`src/include/read_pipe_defs.svh`:
```
// sizes and widths of the tile read pipeline, include wherever a size is needed
`ifndef READ_PIPE_DEFS_SVH
`define READ_PIPE_DEFS_SVH

// ==================================================
// datapath widths
// ==================================================
`define RP_ADDR_BW 16
`define RP_COORD_BW 8
`define RP_DATA_BW 16

// elements per DRAM word, one word is one row
`define RP_CSIZE 4

// ==================================================
// tile geometry and buffering
// ==================================================
`define RP_TILE_ROWS 4
`define RP_N_SLOT 4

// DRAM words per image row
`define RP_PITCH 64

// derived
`define RP_SLOT_BW ($clog2(`RP_N_SLOT))
`define RP_ROW_BW ($clog2(`RP_TILE_ROWS))

`endif

```
`src/rtl/rp_req_pkg.sv`:
```
// request side types: tile request, row kind and per-row command
`include "read_pipe_defs.svh"

package rp_req_pkg;

	// ==================================================
	// tile request
	// ==================================================
	typedef struct packed {
		logic [`RP_ADDR_BW-1:0]  base;
		logic [`RP_COORD_BW-1:0] row0;
		logic [`RP_COORD_BW-1:0] col0;
		// rows at or beyond this are padding
		logic [`RP_COORD_BW-1:0] row_bound;
		logic [`RP_DATA_BW-1:0]  pad;
	} rp_tile_req_t;

	// ==================================================
	// row command
	// ==================================================
	typedef enum logic {
		ROW_FETCH,
		ROW_PAD
	} rp_row_kind_e;

	typedef struct packed {
		rp_row_kind_e            kind;
		logic [`RP_SLOT_BW-1:0]  slot;
		// final row of the tile
		logic                    last;
		logic [`RP_DATA_BW-1:0]  pad;
	} rp_row_cmd_t;

endpackage

```
`src/rtl/rp_data_pkg.sv`:
```
// data side types: one buffered row and one output row
`include "read_pipe_defs.svh"

package rp_data_pkg;

	// ==================================================
	// row payload
	// ==================================================
	// one DRAM word, element 0 in the low bits
	typedef struct packed {
		logic [`RP_CSIZE-1:0][`RP_DATA_BW-1:0] elem;
	} rp_row_data_t;

	// ==================================================
	// output row
	// ==================================================
	typedef struct packed {
		rp_row_data_t data;
		// set on the final row of a tile
		logic         last;
	} rp_row_out_t;

endpackage

```
`src/rtl/chunk_head.sv`:
```
// row loop of the read pipeline: takes tile requests, allocates slots, issues DRAM addresses
`include "read_pipe_defs.svh"

module chunk_head (
	input  logic                         i_clk,
	input  logic                         i_rst,
	// tile request
	input  logic                         i_req_rdy,
	output logic                         o_req_ack,
	input  rp_req_pkg::rp_tile_req_t     i_req,
	// DRAM read address
	output logic                         o_dramra_rdy,
	input  logic                         i_dramra_ack,
	output logic [`RP_ADDR_BW-1:0]       o_dramra,
	// row commands to the write collector
	output logic                         o_cmd_dval,
	output rp_req_pkg::rp_row_cmd_t      o_cmd,
	// slot released by the row buffer
	input  logic                         i_free_dval
);

	typedef enum logic {
		CH_IDLE,
		CH_RUN
	} ch_state_e;

	ch_state_e                   state;
	rp_req_pkg::rp_tile_req_t    req_r;
	logic [`RP_ROW_BW-1:0]       row_r;
	logic [`RP_SLOT_BW-1:0]      alloc_ptr;
	logic [`RP_SLOT_BW:0]        alloc_cnt;
	logic [`RP_COORD_BW:0]       cur_row;
	logic                        is_pad;
	logic                        is_last;
	logic                        can_alloc;
	logic                        cmd_fire;

	// ==================================================
	// row decode
	// ==================================================
	assign cur_row = req_r.row0 + row_r;
	// skip rows outside the boundary, no DRAM traffic for them
	assign is_pad = cur_row >= req_r.row_bound;
	assign is_last = row_r == `RP_ROW_BW'(`RP_TILE_ROWS - 1);
	assign can_alloc = alloc_cnt < `RP_N_SLOT;

	// base + (row0 + r) * pitch + col0
	assign o_dramra = req_r.base
		+ `RP_ADDR_BW'(cur_row) * `RP_ADDR_BW'(`RP_PITCH)
		+ `RP_ADDR_BW'(req_r.col0);

	assign o_req_ack = (state == CH_IDLE) && i_req_rdy;
	assign o_dramra_rdy = (state == CH_RUN) && can_alloc && !is_pad;

	// pad rows go out directly, fetch rows wait for the address ack
	assign cmd_fire = (state == CH_RUN) && can_alloc && (is_pad || i_dramra_ack);
	assign o_cmd_dval = cmd_fire;

	always_comb begin
		o_cmd.kind = is_pad ? rp_req_pkg::ROW_PAD : rp_req_pkg::ROW_FETCH;
		o_cmd.slot = alloc_ptr;
		o_cmd.last = is_last;
		o_cmd.pad = req_r.pad;
	end

	// ==================================================
	// sequential
	// ==================================================
	always_ff @(posedge i_clk) begin
		if (o_req_ack) begin
			req_r <= i_req;
		end
	end

	always_ff @(posedge i_clk or negedge i_rst) begin
		if (!i_rst) begin
			state <= CH_IDLE;
			row_r <= '0;
		end else if (o_req_ack) begin
			state <= CH_RUN;
			row_r <= '0;
		end else if (cmd_fire) begin
			row_r <= row_r + 1'b1;
			if (is_last) begin
				state <= CH_IDLE;
			end
		end
	end

	// slots are handed out in cyclic order
	always_ff @(posedge i_clk or negedge i_rst) begin
		if (!i_rst) begin
			alloc_ptr <= '0;
		end else if (cmd_fire) begin
			if (alloc_ptr == `RP_SLOT_BW'(`RP_N_SLOT - 1)) begin
				alloc_ptr <= '0;
			end else begin
				alloc_ptr <= alloc_ptr + 1'b1;
			end
		end
	end

	always_ff @(posedge i_clk or negedge i_rst) begin
		if (!i_rst) begin
			alloc_cnt <= '0;
		end else if (cmd_fire && !i_free_dval) begin
			alloc_cnt <= alloc_cnt + 1'b1;
		end else if (!cmd_fire && i_free_dval) begin
			alloc_cnt <= alloc_cnt - 1'b1;
		end
	end

	// ==================================================
	// assertions
	// ==================================================
	assert property (@(posedge i_clk) disable iff (!i_rst) alloc_cnt <= `RP_N_SLOT)
		else $error("allocation count above slot limit");

	assert property (@(posedge i_clk) disable iff (!i_rst)
		o_dramra_rdy && !i_dramra_ack |=> o_dramra_rdy && $stable(o_dramra))
		else $error("DRAM address dropped or changed before ack");

endmodule

```
`src/rtl/sram_write_collector.sv`:
```
// queues row commands and fills buffer slots from DRAM data or with the pad value
`include "read_pipe_defs.svh"

module sram_write_collector (
	input  logic                         i_clk,
	input  logic                         i_rst,
	// row commands
	input  logic                         i_cmd_dval,
	input  rp_req_pkg::rp_row_cmd_t      i_cmd,
	// DRAM read data
	input  logic                         i_dramrd_rdy,
	output logic                         o_dramrd_ack,
	input  rp_data_pkg::rp_row_data_t    i_dramrd,
	// slot write
	output logic                         o_wr_dval,
	output logic [`RP_SLOT_BW-1:0]       o_wr_slot,
	output rp_data_pkg::rp_row_data_t    o_wr_data,
	output logic                         o_wr_last
);

	typedef enum logic [1:0] {
		SW_IDLE,
		SW_PAD,
		SW_FETCH
	} sw_state_e;

	sw_state_e                   state;
	rp_req_pkg::rp_row_cmd_t     cmd_mem [`RP_N_SLOT];
	logic [`RP_SLOT_BW-1:0]      wptr;
	logic [`RP_SLOT_BW-1:0]      rptr;
	logic [`RP_SLOT_BW-1:0]      rptr_nxt;
	logic [`RP_SLOT_BW:0]        fifo_cnt;
	rp_req_pkg::rp_row_cmd_t     head;
	sw_state_e                   head_mode;
	sw_state_e                   next_mode;
	rp_data_pkg::rp_row_data_t   pad_row;
	logic                        pop;
	logic                        wr_dval_r;

	// ==================================================
	// command FIFO
	// ==================================================
	assign head = cmd_mem[rptr];
	assign rptr_nxt = (rptr == `RP_SLOT_BW'(`RP_N_SLOT - 1)) ? '0 : rptr + 1'b1;
	assign head_mode = (head.kind == rp_req_pkg::ROW_PAD) ? SW_PAD : SW_FETCH;
	// kind of the entry behind the head, lets the FSM serve one row per cycle
	assign next_mode = (cmd_mem[rptr_nxt].kind == rp_req_pkg::ROW_PAD) ? SW_PAD : SW_FETCH;

	always_ff @(posedge i_clk) begin
		if (i_cmd_dval) begin
			cmd_mem[wptr] <= i_cmd;
		end
	end

	always_ff @(posedge i_clk or negedge i_rst) begin
		if (!i_rst) begin
			wptr <= '0;
			rptr <= '0;
			fifo_cnt <= '0;
		end else begin
			if (i_cmd_dval) begin
				wptr <= (wptr == `RP_SLOT_BW'(`RP_N_SLOT - 1)) ? '0 : wptr + 1'b1;
			end
			if (pop) begin
				rptr <= rptr_nxt;
			end
			fifo_cnt <= fifo_cnt + i_cmd_dval - pop;
		end
	end

	// ==================================================
	// head service
	// ==================================================
	assign o_dramrd_ack = (state == SW_FETCH) && i_dramrd_rdy;
	assign pop = (state == SW_PAD) || o_dramrd_ack;

	always_comb begin
		for (int k = 0; k < `RP_CSIZE; k++) begin
			pad_row.elem[k] = head.pad;
		end
	end

	always_ff @(posedge i_clk or negedge i_rst) begin
		if (!i_rst) begin
			state <= SW_IDLE;
		end else begin
			case (state)
				SW_IDLE: begin
					if (fifo_cnt != 0) begin
						state <= head_mode;
					end
				end
				default: begin
					if (pop) begin
						state <= (fifo_cnt > 1) ? next_mode : SW_IDLE;
					end
				end
			endcase
		end
	end

	// write goes out the cycle after the head is served
	always_ff @(posedge i_clk or negedge i_rst) begin
		if (!i_rst) begin
			wr_dval_r <= 1'b0;
		end else begin
			wr_dval_r <= pop;
		end
	end

	always_ff @(posedge i_clk) begin
		if (pop) begin
			o_wr_slot <= head.slot;
			o_wr_last <= head.last;
			o_wr_data <= (state == SW_PAD) ? pad_row : i_dramrd;
		end
	end

	assign o_wr_dval = wr_dval_r;

	// chunk_head limits commands in flight to the FIFO depth
	assert property (@(posedge i_clk) disable iff (!i_rst)
		i_cmd_dval |-> fifo_cnt != `RP_N_SLOT)
		else $error("command FIFO written while full");

endmodule

```
`src/rtl/row_buffer.sv`:
```
// slot storage for finished rows, read out in allocation order on the SRAM read port
`include "read_pipe_defs.svh"

module row_buffer (
	input  logic                         i_clk,
	input  logic                         i_rst,
	// slot write from the collector
	input  logic                         i_wr_dval,
	input  logic [`RP_SLOT_BW-1:0]       i_wr_slot,
	input  rp_data_pkg::rp_row_data_t    i_wr_data,
	input  logic                         i_wr_last,
	// output rows
	output logic                         o_sramrd_rdy,
	input  logic                         i_sramrd_ack,
	output rp_data_pkg::rp_row_out_t     o_sramrd,
	// slot released
	output logic                         o_free_dval
);

	rp_data_pkg::rp_row_data_t   row_mem [`RP_N_SLOT];
	logic [`RP_N_SLOT-1:0]       last_r;
	logic [`RP_N_SLOT-1:0]       valid_r;
	logic [`RP_SLOT_BW-1:0]      rptr;
	logic                        rd_fire;

	// ==================================================
	// storage
	// ==================================================
	always_ff @(posedge i_clk) begin
		if (i_wr_dval) begin
			row_mem[i_wr_slot] <= i_wr_data;
			last_r[i_wr_slot] <= i_wr_last;
		end
	end

	// set and clear never hit the same slot
	always_ff @(posedge i_clk or negedge i_rst) begin
		if (!i_rst) begin
			valid_r <= '0;
		end else begin
			if (i_wr_dval) begin
				valid_r[i_wr_slot] <= 1'b1;
			end
			if (rd_fire) begin
				valid_r[rptr] <= 1'b0;
			end
		end
	end

	// ==================================================
	// read-out
	// ==================================================
	assign o_sramrd_rdy = valid_r[rptr];
	assign rd_fire = o_sramrd_rdy && i_sramrd_ack;
	assign o_free_dval = rd_fire;

	always_comb begin
		o_sramrd.data = row_mem[rptr];
		o_sramrd.last = last_r[rptr];
	end

	// same cyclic order as allocation
	always_ff @(posedge i_clk or negedge i_rst) begin
		if (!i_rst) begin
			rptr <= '0;
		end else if (rd_fire) begin
			if (rptr == `RP_SLOT_BW'(`RP_N_SLOT - 1)) begin
				rptr <= '0;
			end else begin
				rptr <= rptr + 1'b1;
			end
		end
	end

	assert property (@(posedge i_clk) disable iff (!i_rst)
		i_wr_dval |-> !valid_r[i_wr_slot])
		else $error("write into a slot that is still occupied");

endmodule

```
`src/rtl/read_pipeline.sv`:
```
// top of the tile read pipeline: row loop, write collector and row buffer
`include "read_pipe_defs.svh"

module read_pipeline (
	input  logic                         i_clk,
	input  logic                         i_rst,
	// tile request
	input  logic                         i_req_rdy,
	output logic                         o_req_ack,
	input  rp_req_pkg::rp_tile_req_t     i_req,
	// DRAM read address
	output logic                         o_dramra_rdy,
	input  logic                         i_dramra_ack,
	output logic [`RP_ADDR_BW-1:0]       o_dramra,
	// DRAM read data
	input  logic                         i_dramrd_rdy,
	output logic                         o_dramrd_ack,
	input  rp_data_pkg::rp_row_data_t    i_dramrd,
	// output rows
	output logic                         o_sramrd_rdy,
	input  logic                         i_sramrd_ack,
	output rp_data_pkg::rp_row_out_t     o_sramrd
);

	logic                        cmd_dval;
	rp_req_pkg::rp_row_cmd_t     cmd;
	logic                        wr_dval;
	logic [`RP_SLOT_BW-1:0]      wr_slot;
	rp_data_pkg::rp_row_data_t   wr_data;
	logic                        wr_last;
	logic                        free_dval;

	chunk_head u_chunk_head (
		.i_clk        (i_clk),
		.i_rst        (i_rst),
		.i_req_rdy    (i_req_rdy),
		.o_req_ack    (o_req_ack),
		.i_req        (i_req),
		.o_dramra_rdy (o_dramra_rdy),
		.i_dramra_ack (i_dramra_ack),
		.o_dramra     (o_dramra),
		.o_cmd_dval   (cmd_dval),
		.o_cmd        (cmd),
		.i_free_dval  (free_dval)
	);

	sram_write_collector u_swc (
		.i_clk        (i_clk),
		.i_rst        (i_rst),
		.i_cmd_dval   (cmd_dval),
		.i_cmd        (cmd),
		.i_dramrd_rdy (i_dramrd_rdy),
		.o_dramrd_ack (o_dramrd_ack),
		.i_dramrd     (i_dramrd),
		.o_wr_dval    (wr_dval),
		.o_wr_slot    (wr_slot),
		.o_wr_data    (wr_data),
		.o_wr_last    (wr_last)
	);

	row_buffer u_row_buffer (
		.i_clk        (i_clk),
		.i_rst        (i_rst),
		.i_wr_dval    (wr_dval),
		.i_wr_slot    (wr_slot),
		.i_wr_data    (wr_data),
		.i_wr_last    (wr_last),
		.o_sramrd_rdy (o_sramrd_rdy),
		.i_sramrd_ack (i_sramrd_ack),
		.o_sramrd     (o_sramrd),
		.o_free_dval  (free_dval)
	);

endmodule

```
`config.mk`:
```
export PLATFORM = sky130hd
export DESIGN_NAME = read_pipeline
export DESIGN_NICKNAME = d
export VERILOG_FILES = /design/src/rtl/rp_req_pkg.sv /design/src/rtl/rp_data_pkg.sv /design/src/rtl/chunk_head.sv /design/src/rtl/sram_write_collector.sv /design/src/rtl/row_buffer.sv /design/src/rtl/read_pipeline.sv
export VERILOG_INCLUDE_DIRS = /design/src /design/src/include
export SDC_FILE = /design/constraint.sdc
export NUM_CORES = 1
export LEC_CHECK = 0
export BUFFER_PORTS_ARGS = -buffer_cell sky130_fd_sc_hd__buf_2
export CELL_PAD_IN_SITES_DETAIL_PLACEMENT = 1
export CELL_PAD_IN_SITES_GLOBAL_PLACEMENT = 1
export CORE_MARGIN = 4
export CORE_UTILIZATION = 40
export CTS_CLUSTER_SIZE = 14
export DETAILED_ROUTE_END_ITERATION = 12
export PLACE_DENSITY = 0.63
export SKIP_CTS_REPAIR_TIMING = 1
export SYNTH_ARGS = -nofsm -noshare
export SYNTH_HDL_FRONTEND = slang
export SYNTH_SLANG_ARGS = --single-unit
```
`constraint.sdc`:
```
create_clock -name i_clk -period 8.45 [get_ports i_clk]
set_input_delay 0.845 -clock i_clk [delete_from_list [all_inputs] [get_ports i_clk]]
set_output_delay 0.845 -clock i_clk [all_outputs]
set_load 0.02 [all_outputs]
```
==> run metrics, run 1 <==
status complete, no violations; CTS buffer count between 50 and 60; pins over their slew limit 0; Die Footprint 51,200 um2; detailed-route wire length 43,500 um; largest net degree at the start of global routing 71; Routed Antenna Nets 0; met1 Track Usage GR between 20% and 30%; Worst EP required between 7 and 8 ns; PortBufs 210; final worst slack roughly 3.6 ns; Hold Fails Final Rpt 0; leak pwr 8.38 nW; met2 usage approximately 28%; fin area about 23,000 um2; EDFF count, synth around 460; setup TNS 0 ns; crit end category output port; CTS clk-pin slew, worst paths ~0.060 ns; Synthesized Nets between 1,000 and 1,500; gr busiest metal met2; mapped cell area about 19,000 um2; Area after DPL about 21,000 um2; Top Ports about 210; post-synth top area cell edfxtp_1; normalized max-slew margin 24.4%; maximum vdd ir drop between 0.0002 and 0.00025 V; DP Worst Slack between 4 and 5 ns; Post-synth ARST share 4.93%; most common library cells after synthesis edfxtp_1 (463), nand2_1 (164), mux4_2 (87); clk_skew between 0.015 and 0.02 ns; global-route wire length before repair approximately 65,000 um; HP Class in -> async; Tcrit/Tclk final between 50% and 60%; Sink Count a little under 500; routed len/inst 23.0 um; Distinct cells, synth a little under 50; effective utilization at floorplan between 40% and 50%; CTS H-tree lvls 2; DP HPWL roughly 27,000 um; Worst Max-Slew Pin Slew 1.13 ns; core region area between 40,000 and 50,000 um2; Synth area leaders edfxtp_1 (73%), mux4_2 (10%), ha_1 (3.4%); RSZ-0062 raised after global routing false; synthesis-stage register bit count a little under 500; DRT iter0 DRCs 772; Post-Syn Instances approximately 1,000; Final min period just under 5 ns; Skew-Pair Late Insertion Delay 0.58 ns; Crit Path Class reg -> out; Synth Warn # 0; Layout area overhead 18.3%; CTS tree yes; Max-Cap Viols 0; CTS Buffer Depth 3; most frequent cell after synthesis edfxtp_1; antenna violations before repair 3; row cnt ~80; Final #Nets approximately 1,400; maximum operating frequency just over 0.2 GHz; Die Y around 230 um; Die X around 230 um; Remaining DRCs 0; Seq/Total Area, Yosys 76.0%; crit-path max FO 6; Mean Syn Cell Area 19.0 um2; vias 9,789; met3 Usage GRT 2.80%; crit start category flip-flop; post-synth top area share between 70 and 80%; layout cells sized above 1 31.6%; Critical Path AT 4.05 ns; GP Congestion slightly above 0.7; main flop type after synthesis edfxtp_1; final setup violation count 0; vias per cell about 5.2; PwrDens between 400 and 500 nW/um2; vias in the first global route 10,300; GR Util All Layers roughly 17%; CTS Root Cell clkbuf_16; first-pass iteration count of the detailed router 5; Overflow after GRT 0
-- final cells by class --
type	instances	area [um2]
flip-flops and latches	487	14500
repair buffers	221	1130
clock inverters	34	372
diodes	1	2.50
inverters	34	128
fillers	4474	24300
well taps	607	759
clock buffers	56	1320
multi-input cells	453	4340
-- logic make-up after synthesis --
family	synth area share, %
flip-flops	76.0
AND/OR/NAND/NOR	4.93
multiplexers	10.8
buffers and inverters	1.38
adder cells (fa/ha/maj)	4.04
AO/OA/AOI/OAI	1.85
XOR/XNOR	0.964
-- routing by layer --
metal / part of all wire (%) / up-vias / routed length [um]
met5: 0.035 / - / 15
met4: 2.0 / 2 / 877
met3: 5.4 / 62 / 2340
met2: 49 / 259 / 21200
met1: 44 / 5089 / 19100
li1: - / 4377 / -
-- worst max-delay path, stage by stage (launching register included) --
cell and delay [ns]:
dfrtp_1 0.41, ha_1 0.24, fa_1 0.52, inv_1 0.06, fa_1 0.47, inv_1 0.04, ha_1 0.26, a2111oi_0 0.46
o21ai_1 0.21, a41oi_1 0.36, a21oi_1 0.13, xor2_1 0.14, buf_2 0.18
-- where the power goes --
group	switching (mW)	internal [mW]	total [mW]
sequential	0.406	3.82	4.23
clock	0.924	1.34	2.26
combinational	1.97	1.14	3.10
total	3.30	6.30	9.59
-- state kept, by name (all words and copies together) (netlist names), 3 cells and up --
name,cells
u_swc.o_wr_data,64
u_chunk_head.o_cmd,16
u_swc.cmd_mem,80
u_row_buffer.valid_r,4
u_row_buffer.last_r,4
u_row_buffer.row_mem,256
u_chunk_head.req_r,40
u_swc.fifo_cnt,3
u_chunk_head.alloc_cnt,3
-- placed cells by master (no fill, tap or decap), types with 6 or more instances in the layout --
cell type    n
o21ai_0      8
nor2_1      21
clkinv_1    11
clkbuf_16   52
xnor2_1     13
a21o_1       7
dfrtp_1     22
bufinv_16    7
edfxtp_1   463
buf_4       11
nand2_1    164
ha_1        52
buf_2      210
fa_1         6
and2_1       7
mux2_2       7
mux4_2      87
xor2_1       8
inv_1       31
clkinv_2     7
a21oi_1     19
-- through the flow --
stage	utilization [%]	hold slack, ns	instances	power, mW
after floorplan	-	0.442	1003	6.28
after global placement	44.6	0.463	1802	7.35
after detailed placement	44.6	0.472	1802	7.47
after CTS	48.2	0.270	1892	9.76
after global routing	48.2	0.307	1893	10.1
final	48.2	0.283	1893	9.59
-- worst paths after layout --
path,from,to,slack (ns),depth (start not counted)
worst min-delay path,i_rst,u_chunk_head.row_r[1],0.28,1
max in group asynchronous,i_rst,u_row_buffer.rptr[1],7.71,1
worst max-delay path,u_chunk_head.row_r[0],o_dramra[13],3.55,12
worst max register to register,u_chunk_head.row_r[0],u_swc.cmd_mem[1][5],4.56,11
worst min register to register,u_chunk_head.alloc_cnt[2],u_chunk_head.alloc_cnt[2],0.49,1
min in group i_clk,i_req[29],u_chunk_head.req_r[29],0.45,1
No activity file was read; power rests on OpenSTA's default activity.
==> run 2: changes to the inputs <==
--- a/config.mk
+++ b/config.mk
@@ -6,6 +6,7 @@
 export SDC_FILE = /design/constraint.sdc
 export NUM_CORES = 1
 export LEC_CHECK = 0
+export ABC_AREA = 1
 export BUFFER_PORTS_ARGS = -buffer_cell sky130_fd_sc_hd__buf_2
 export CELL_PAD_IN_SITES_DETAIL_PLACEMENT = 1
 export CELL_PAD_IN_SITES_GLOBAL_PLACEMENT = 1
@@ -13,7 +14,7 @@
 export CORE_UTILIZATION = 40
 export CTS_CLUSTER_SIZE = 14
 export DETAILED_ROUTE_END_ITERATION = 12
-export PLACE_DENSITY = 0.63
+export PLACE_DENSITY = 0.65
 export SKIP_CTS_REPAIR_TIMING = 1
 export SYNTH_ARGS = -nofsm -noshare
 export SYNTH_HDL_FRONTEND = slang
==> constraint.sdc (replaced) <==
create_clock -name i_clk -period 4.9 [get_ports i_clk]
set_input_delay 0.49 -clock i_clk [delete_from_list [all_inputs] [get_ports i_clk]]
set_output_delay 0.49 -clock i_clk [all_outputs]
set_load 0.02 [all_outputs]
==> run 2 against run 1 <==
Setup slack worse by 2.9 ns. Sequential power increased by 60%. Synthesized area rose by 1.6%. Critical endpoint is now o_dramra[15]. Highest routed layer is now met4.
==> run metrics, run 2 <==
status complete, no violations; HP Class in -> reg; Skew-Pair Late Insertion Delay 0.59 ns (about the same); Remaining DRCs 0 (unchanged); Synth area leaders edfxtp_1 (72%), o21ai_0 (4.7%), nand2_1 (4.1%); Worst R2R Path Depth 22 (+11); Post-Synth XOR/XNOR Area 0.994% (+0.030 points); synthesis-stage register bit count 487 (unchanged); Post-Syn Instances 1,441 (+44%); Largest Register u_row_buffer.row_mem; Die X 228 um (+0.78%); Critical Path AT 3.72 ns (-0.33 ns); post-synth top area cell edfxtp_1; normalized max-slew margin 31.7% (+7.3 points); r2r startpoint u_chunk_head.row_r[0]; Mean Syn Cell Area 13.4 um2 (-29%); Area after DPL 21,100 um2 (+1.2%); Synthesized Nets 1,625 (+37%); fin area 22,800 um2 (+1.2%); final setup violation count 0 (unchanged); CTS buffer count 52 (+2.0%); Compound-Gate Fraction of Synth Area 8.44% (+6.6 points); Top Ports 211 (unchanged); detailed-route wire length 51,400 um (+18%); PwrDens 702 nW/um2 (+65%); Post-synth ARST share 4.93% (unchanged); antenna violations before repair 0 (-3); crit end category output port; most frequent cell after synthesis edfxtp_1; Sink Count 487 (unchanged); multiplexer share of the synthesized area 0.0581% (-11 points); CTS tree yes; mapped cell area 19,400 um2 (+1.6%); effective utilization at floorplan 40.5% (-0.20 points); DRT iter0 DRCs 871 (+13%); vias in the first global route 13,000 (+26%); Crit Path Class reg -> out; Post-Synth Adder-Cell Area 3.98% (-0.064 points); Synth Warn # 0 (unchanged); Final min period ~4.2 ns; Overflow after GRT 0 (unchanged); Tcrit/Tclk final 86.0%; Crit. Startpoint u_chunk_head.row_r[0]; CP dominant cell by count ha_1; pins over their slew limit 0 (unchanged); CTS clk-pin slew, worst paths 0.06 ns (about the same); Worst EP required 4.41 ns (-3.20 ns); Hold Fails Final Rpt 0 (unchanged); Slowest-stage cell, CP dfrtp_1; global-route wire length before repair 77,900 um (+21%); layout cells sized above 1 19.1% (-13 points); Layout area overhead 17.8%; post-synth top area share 71.7% (-1.2 points); EDFF count, synth 463 (unchanged); ant diodes 0 (-1); Routed Antenna Nets 0 (unchanged); largest net degree at the start of global routing 97 (+37%); critical path depth in cells 15 (+3); largest family of logic cells by synthesized area simple AND/OR/NAND/NOR gates; Simple-Gate Fraction of Synth Area 9.00% (+4.1 points); PortBufs 210 (unchanged); GR Util All Layers 19.5% (+2.5 points); kind of cell adding the most delay to the critical path adder cells; RR Endpoint u_chunk_head.alloc_cnt[2]; CTS Root Cell clkbuf_16; vias per cell 5.24 (+1.3%); Largest stage delay, worst path 0.42 ns (-0.10 ns); Reg2Reg Setup Slack 1.07 ns (-3.49 ns); most common library cells after synthesis edfxtp_1 (463), nand2_1 (212), nor2_1 (198); Largest register FFs 256 (unchanged); filler cell count 4,905 (+9.6%); Die Footprint 52,000 um2 (+1.6%); Die Y 228 um (+0.78%); CTS H-tree lvls 2 (unchanged); leak pwr 8.73 nW (+4.1%); clk_skew 0.0236 ns (+0.00727 ns); DP HPWL 32,200 um (+18%); vias 12,200 (+24%); core region area 47,800 um2 (+2.1%); worst-path cell chain ha_1 > fa_1 > nand3_2 > nor2_1 > nand2_1 > xor2_1 > inv_1 > ha_1 > ha_1 > nand2_1 > nor2_1 > nand3_1 > o21ai_0 > xnor2_1 > buf_2; crit-path max FO 5 (-1); RSZ-0062 raised after global routing false; main flop type after synthesis edfxtp_1; Final #Nets 1,845 (+29%); Seq/Total Area, Yosys 74.8% (-1.2 points); most frequent cells in the layout edfxtp_1 (463), nand2_1 (210), buf_2 (210); maximum operating frequency roughly 0.24 GHz; setup TNS 0 ns (unchanged); maximum vdd ir drop 0.000339 V (+65%); Distinct cells, synth 35 (-29%); Max-Cap Viols 0 (unchanged); routed len/inst 22.2 um (-3.4%); commonest non-fill, non-tap cell in the layout edfxtp_1; buffer and inverter count on the worst path 2 (-1); Worst Max-Slew Pin Slew 1.03 ns (-0.109 ns); crit start category flip-flop; GP Congestion 0.794 (+9.2%); first-pass iteration count of the detailed router 4 (-1); row cnt 80 (+1.3%); Setup crit end o_dramra[15]; CTS Buffer Depth 3 (unchanged); biggest regs u_row_buffer.row_mem x256, u_swc.cmd_mem x80, u_swc.o_wr_data x64
==> run 2: kinds of logic after synthesis <==
| group | count (synthesis) |
|---|---|
| multiplexers | 1 |
| adder cells (fa/ha/maj) | 58 |
| AO/OA/AOI/OAI | 299 |
| XOR/XNOR | 22 |
| buffers and inverters | 130 |
| flip-flops | 487 |
| AND/OR/NAND/NOR | 444 |
==> run 2: power by group <==
group	total [mW]	switching, mW	internal, mW
combinational	5.37	3.88	1.49
clock	3.92	1.58	2.34
sequential	6.75	0.586	6.16
total	16.0	6.05	9.99
==> run 2: worst min path at each step <==
stage | endpoint | startpoint | slack (ns) | cells past startpoint
4_1_cts | u_swc.o_wr_dval | i_rst | -0.09 | 1
5_1_grt | u_chunk_head.req_r[28] | i_req[28] | 0.03 | 1
6_report | u_chunk_head.req_r[17] | i_req[17] | 0.07 | 1
2_1_floorplan | u_chunk_head.alloc_cnt[0] | i_rst | 0.19 | 0
3_3_place_gp | u_chunk_head.state | u_chunk_head.state | 0.46 | 2
3_5_place_dp | u_chunk_head.state | u_chunk_head.state | 0.48 | 2
==> run 2: stage by stage <==
step                std cells  power [mW]  hold WS [ns]  setup slack (ns)  util [%]
global placement         2221        12.1         0.459              1.23      44.1
detailed placement       2221        12.3         0.475              1.06      44.1
CTS                      2318        16.3       -0.0907             0.638      47.7
floorplan                1441        10.1         0.194              1.17         -
finish                   2319        16.0        0.0688             0.687      47.7
global route             2319        17.0        0.0347             0.407      47.7
==> run 2: worst register-to-register path, cell delays in order, from the launching register on <==
cell	delay (ns)
dfrtp_1	0.42
ha_1	0.24
fa_1	0.41
nand3_2	0.14
xor2_1	0.19
inv_1	0.08
ha_1	0.31
nand2_1	0.08
nor2_1	0.10
nand2_1	0.06
nand3_1	0.06
nand2_1	0.05
nand2_1	0.05
nand2_1	0.07
nand3_2	0.11
nand2_4	0.12
inv_1	0.19
ha_1	0.19
inv_1	0.07
fa_1	0.37
a21oi_1	0.14
o21ai_0	0.11
xnor2_1	0.14
==> run 2: metal layers <==
metal	wire, um	GRT usage (%)	up-vias
li1	-	-	5636
met1	22200	25.5	6176
met2	25700	34.0	280
met3	2450	3.53	61
met4	1100	4.63	0
met5	0	0	-
==> run 2: layout make-up <==
| type | count | area [um2] | area share, % |
|---|---|---|---|
| multi-input cells | 824 | 4390 | 19.2 |
| flip-flops and latches | 487 | 14500 | 63.5 |
| repair buffers | 230 | 1200 | 5.27 |
| clock buffers | 60 | 1350 | 5.92 |
| inverters | 66 | 250 | 1.10 |
| clock inverters | 37 | 359 | 1.57 |
| well taps | 615 | 769 | 3.37 |
==> run 3: changes to the inputs <==
--- a/config.mk
+++ b/config.mk
@@ -6,7 +6,6 @@
 export SDC_FILE = /design/constraint.sdc
 export NUM_CORES = 1
 export LEC_CHECK = 0
-export ABC_AREA = 1
 export BUFFER_PORTS_ARGS = -buffer_cell sky130_fd_sc_hd__buf_2
 export CELL_PAD_IN_SITES_DETAIL_PLACEMENT = 1
 export CELL_PAD_IN_SITES_GLOBAL_PLACEMENT = 1
@@ -14,7 +13,7 @@
 export CORE_UTILIZATION = 40
 export CTS_CLUSTER_SIZE = 14
 export DETAILED_ROUTE_END_ITERATION = 12
-export PLACE_DENSITY = 0.65
+export PLACE_DENSITY = 0.63
 export SKIP_CTS_REPAIR_TIMING = 1
 export SYNTH_ARGS = -nofsm -noshare
 export SYNTH_HDL_FRONTEND = slang
==> run 3 against run 2 <==
Core utilization rose by 0.39 points. Clock skew down 0.00099 ns. Non-clock buffer count down 4. Final area shrank 1.3%. Fmax fell by 6.5%. Combinational power is essentially flat. Largest power group unchanged.
==> run metrics, run 3 (synthesis gave the netlist of run 1 again) <==
Tcrit/Tclk final 91.9% (+5.9 points); PnR Total Power 16.4 mW (+2.4%); Skew-Pair Late Insertion Delay 0.60 ns (about the same); crit end category output port; vias per cell 5.11 (-2.5%); maximum operating frequency 0.222 GHz (-6.5%); fin area 22,500 um2 (-1.3%); vias 9,701 (-20%); buffer and inverter count on the worst path 3 (+1); Fin Hold WS 0.0679 ns (-0.000948 ns); RR Endpoint u_chunk_head.alloc_cnt[1]; HP Class in -> reg; Die Y 226 um (-0.77%); Final #Nets 1,438 (-22%); Slowest-stage cell, CP fa_1; DP Worst Slack 1.01 ns (-0.0570 ns); CTS Buffer Depth 3 (unchanged); RSZ-0062 raised after global routing false; GP Congestion 0.725 (-8.7%); Area after DPL 20,900 um2 (-0.98%); crit-path max FO 6 (+1); DRT iter0 DRCs 584 (-33%); normalized max-slew margin 26.6% (-5.1 points); Hold Path Stages 1 (unchanged); CTS clk-pin slew, worst paths 0.06 ns (about the same); largest net degree at the start of global routing 67 (-31%); Critical Path AT 4.01 ns (+0.29 ns); final worst slack 0.396 ns (-0.291 ns); effective utilization at floorplan 40.7% (+0.20 points); Worst Max-Slew Pin Slew 1.10 ns (+0.0763 ns); Worst R2R Path Depth 15 (-32%); Max-Cap Viols 0 (unchanged); Final min period 4.50 ns (+0.291 ns); most frequent cells in the layout edfxtp_1 (463), buf_2 (210), nand2_1 (164); setup TNS 0 ns (unchanged); CTS buffer count 52 (unchanged); Largest Register u_row_buffer.row_mem; CTS H-tree lvls 2 (unchanged); layout cells sized above 1 31.6% (+13 points); status complete, no violations; global-route wire length before repair 64,400 um (-17%); placed cells 1,806 (-19%); first-pass iteration count of the detailed router 5 (+1); crit start category flip-flop; GR Util All Layers 17.0% (-2.5 points); final cell count without fillers 1,899 (-18%); routed len/inst 22.9 um (+3.1%); PortBufs 210 (unchanged); row cnt 79 (-1.3%); r2r startpoint u_chunk_head.row_r[0]; vias in the first global route 10,600 (-19%); Hold Fails Final Rpt 0 (unchanged); Largest register FFs 256 (unchanged); CTS tree yes; Worst EP required 4.41 ns (about the same); CTS Root Cell clkbuf_16; core region area 46,900 um2 (-2.1%); kind of cell adding the most delay to the critical path adder cells; antenna violations before repair 1 (+1); Reg2Reg Setup Slack 1.11 ns (+0.04 ns); detailed-route wire length 43,400 um (-16%); commonest non-fill, non-tap cell in the layout edfxtp_1; maximum vdd ir drop 0.000287 V (-15%); DP HPWL 27,700 um (-14%); biggest regs u_row_buffer.row_mem x256, u_swc.cmd_mem x80, u_swc.o_wr_data x64; Top Ports 211 (unchanged); Remaining DRCs 0 (unchanged); PwrDens 729 nW/um2 (+3.7%); Overflow after GRT 0 (unchanged); final setup violation count 0 (unchanged); worst-path cell chain ha_1 > fa_1 > inv_1 > fa_1 > inv_1 > ha_1 > a2111oi_0 > o21ai_1 > a41oi_1 > a21oi_1 > xor2_1 > buf_2; clk_skew 0.0226 ns (-0.000988 ns); Hold Path End u_chunk_head.req_r[26]; Sink Count 487 (unchanged); Routed Antenna Nets 0 (unchanged); HP Start i_req[26]; Die Footprint 51,200 um2 (-1.5%); Crit Path Class reg -> out; Largest stage delay, worst path 0.52 ns (+0.10 ns); ant diodes 0 (unchanged); leak pwr 8.39 nW (-3.9%); pins over their slew limit 0 (unchanged); Die X 226 um (-0.77%); Layout area overhead 18.2%; post-layout util 48.1% (+0.39 points)
## run 3: final cells by class
class | count | area, um2
inverter | 34 | 128
clock inverter | 30 | 289
multi-input combinational | 453 | 4350
sequential | 487 | 14500
fill | 4482 | 24300
timing repair buffer | 226 | 1170
clock buffer | 62 | 1340
tap | 607 | 759
## run 3: how the worst max path moves through the flow
| stage | startpoint | to | slack (ns) | cells after the start |
|---|---|---|---|---|
| floorplan | i_dramrd_rdy | u_swc.fifo_cnt[1] | 0.91 | 8 |
| global placement | u_chunk_head.row_r[0] | o_dramra[13] | 1.08 | 12 |
| detailed placement | u_chunk_head.row_r[0] | o_dramra[13] | 1.01 | 12 |
| CTS | u_chunk_head.row_r[0] | o_dramra[13] | 0.33 | 12 |
| global route | u_chunk_head.row_r[0] | o_dramra[13] | 0.09 | 12 |
| finish | u_chunk_head.row_r[0] | o_dramra[13] | 0.40 | 12 |
## run 3: layer usage
layer  share of wire [%]  GRT usage (%)  up-vias
li1                    -              -     4391
met1                  43           23.3     5012
met2                  50           28.4      243
met3                 5.3           2.96       55
met4                 1.8           4.44        0
met5                   0              0        -
## run 3: power breakdown
group          total [mW]  internal, mW  switching, mW
clock                3.75          2.17           1.59
sequential           7.30          6.58          0.717
combinational        5.38          1.99           3.39
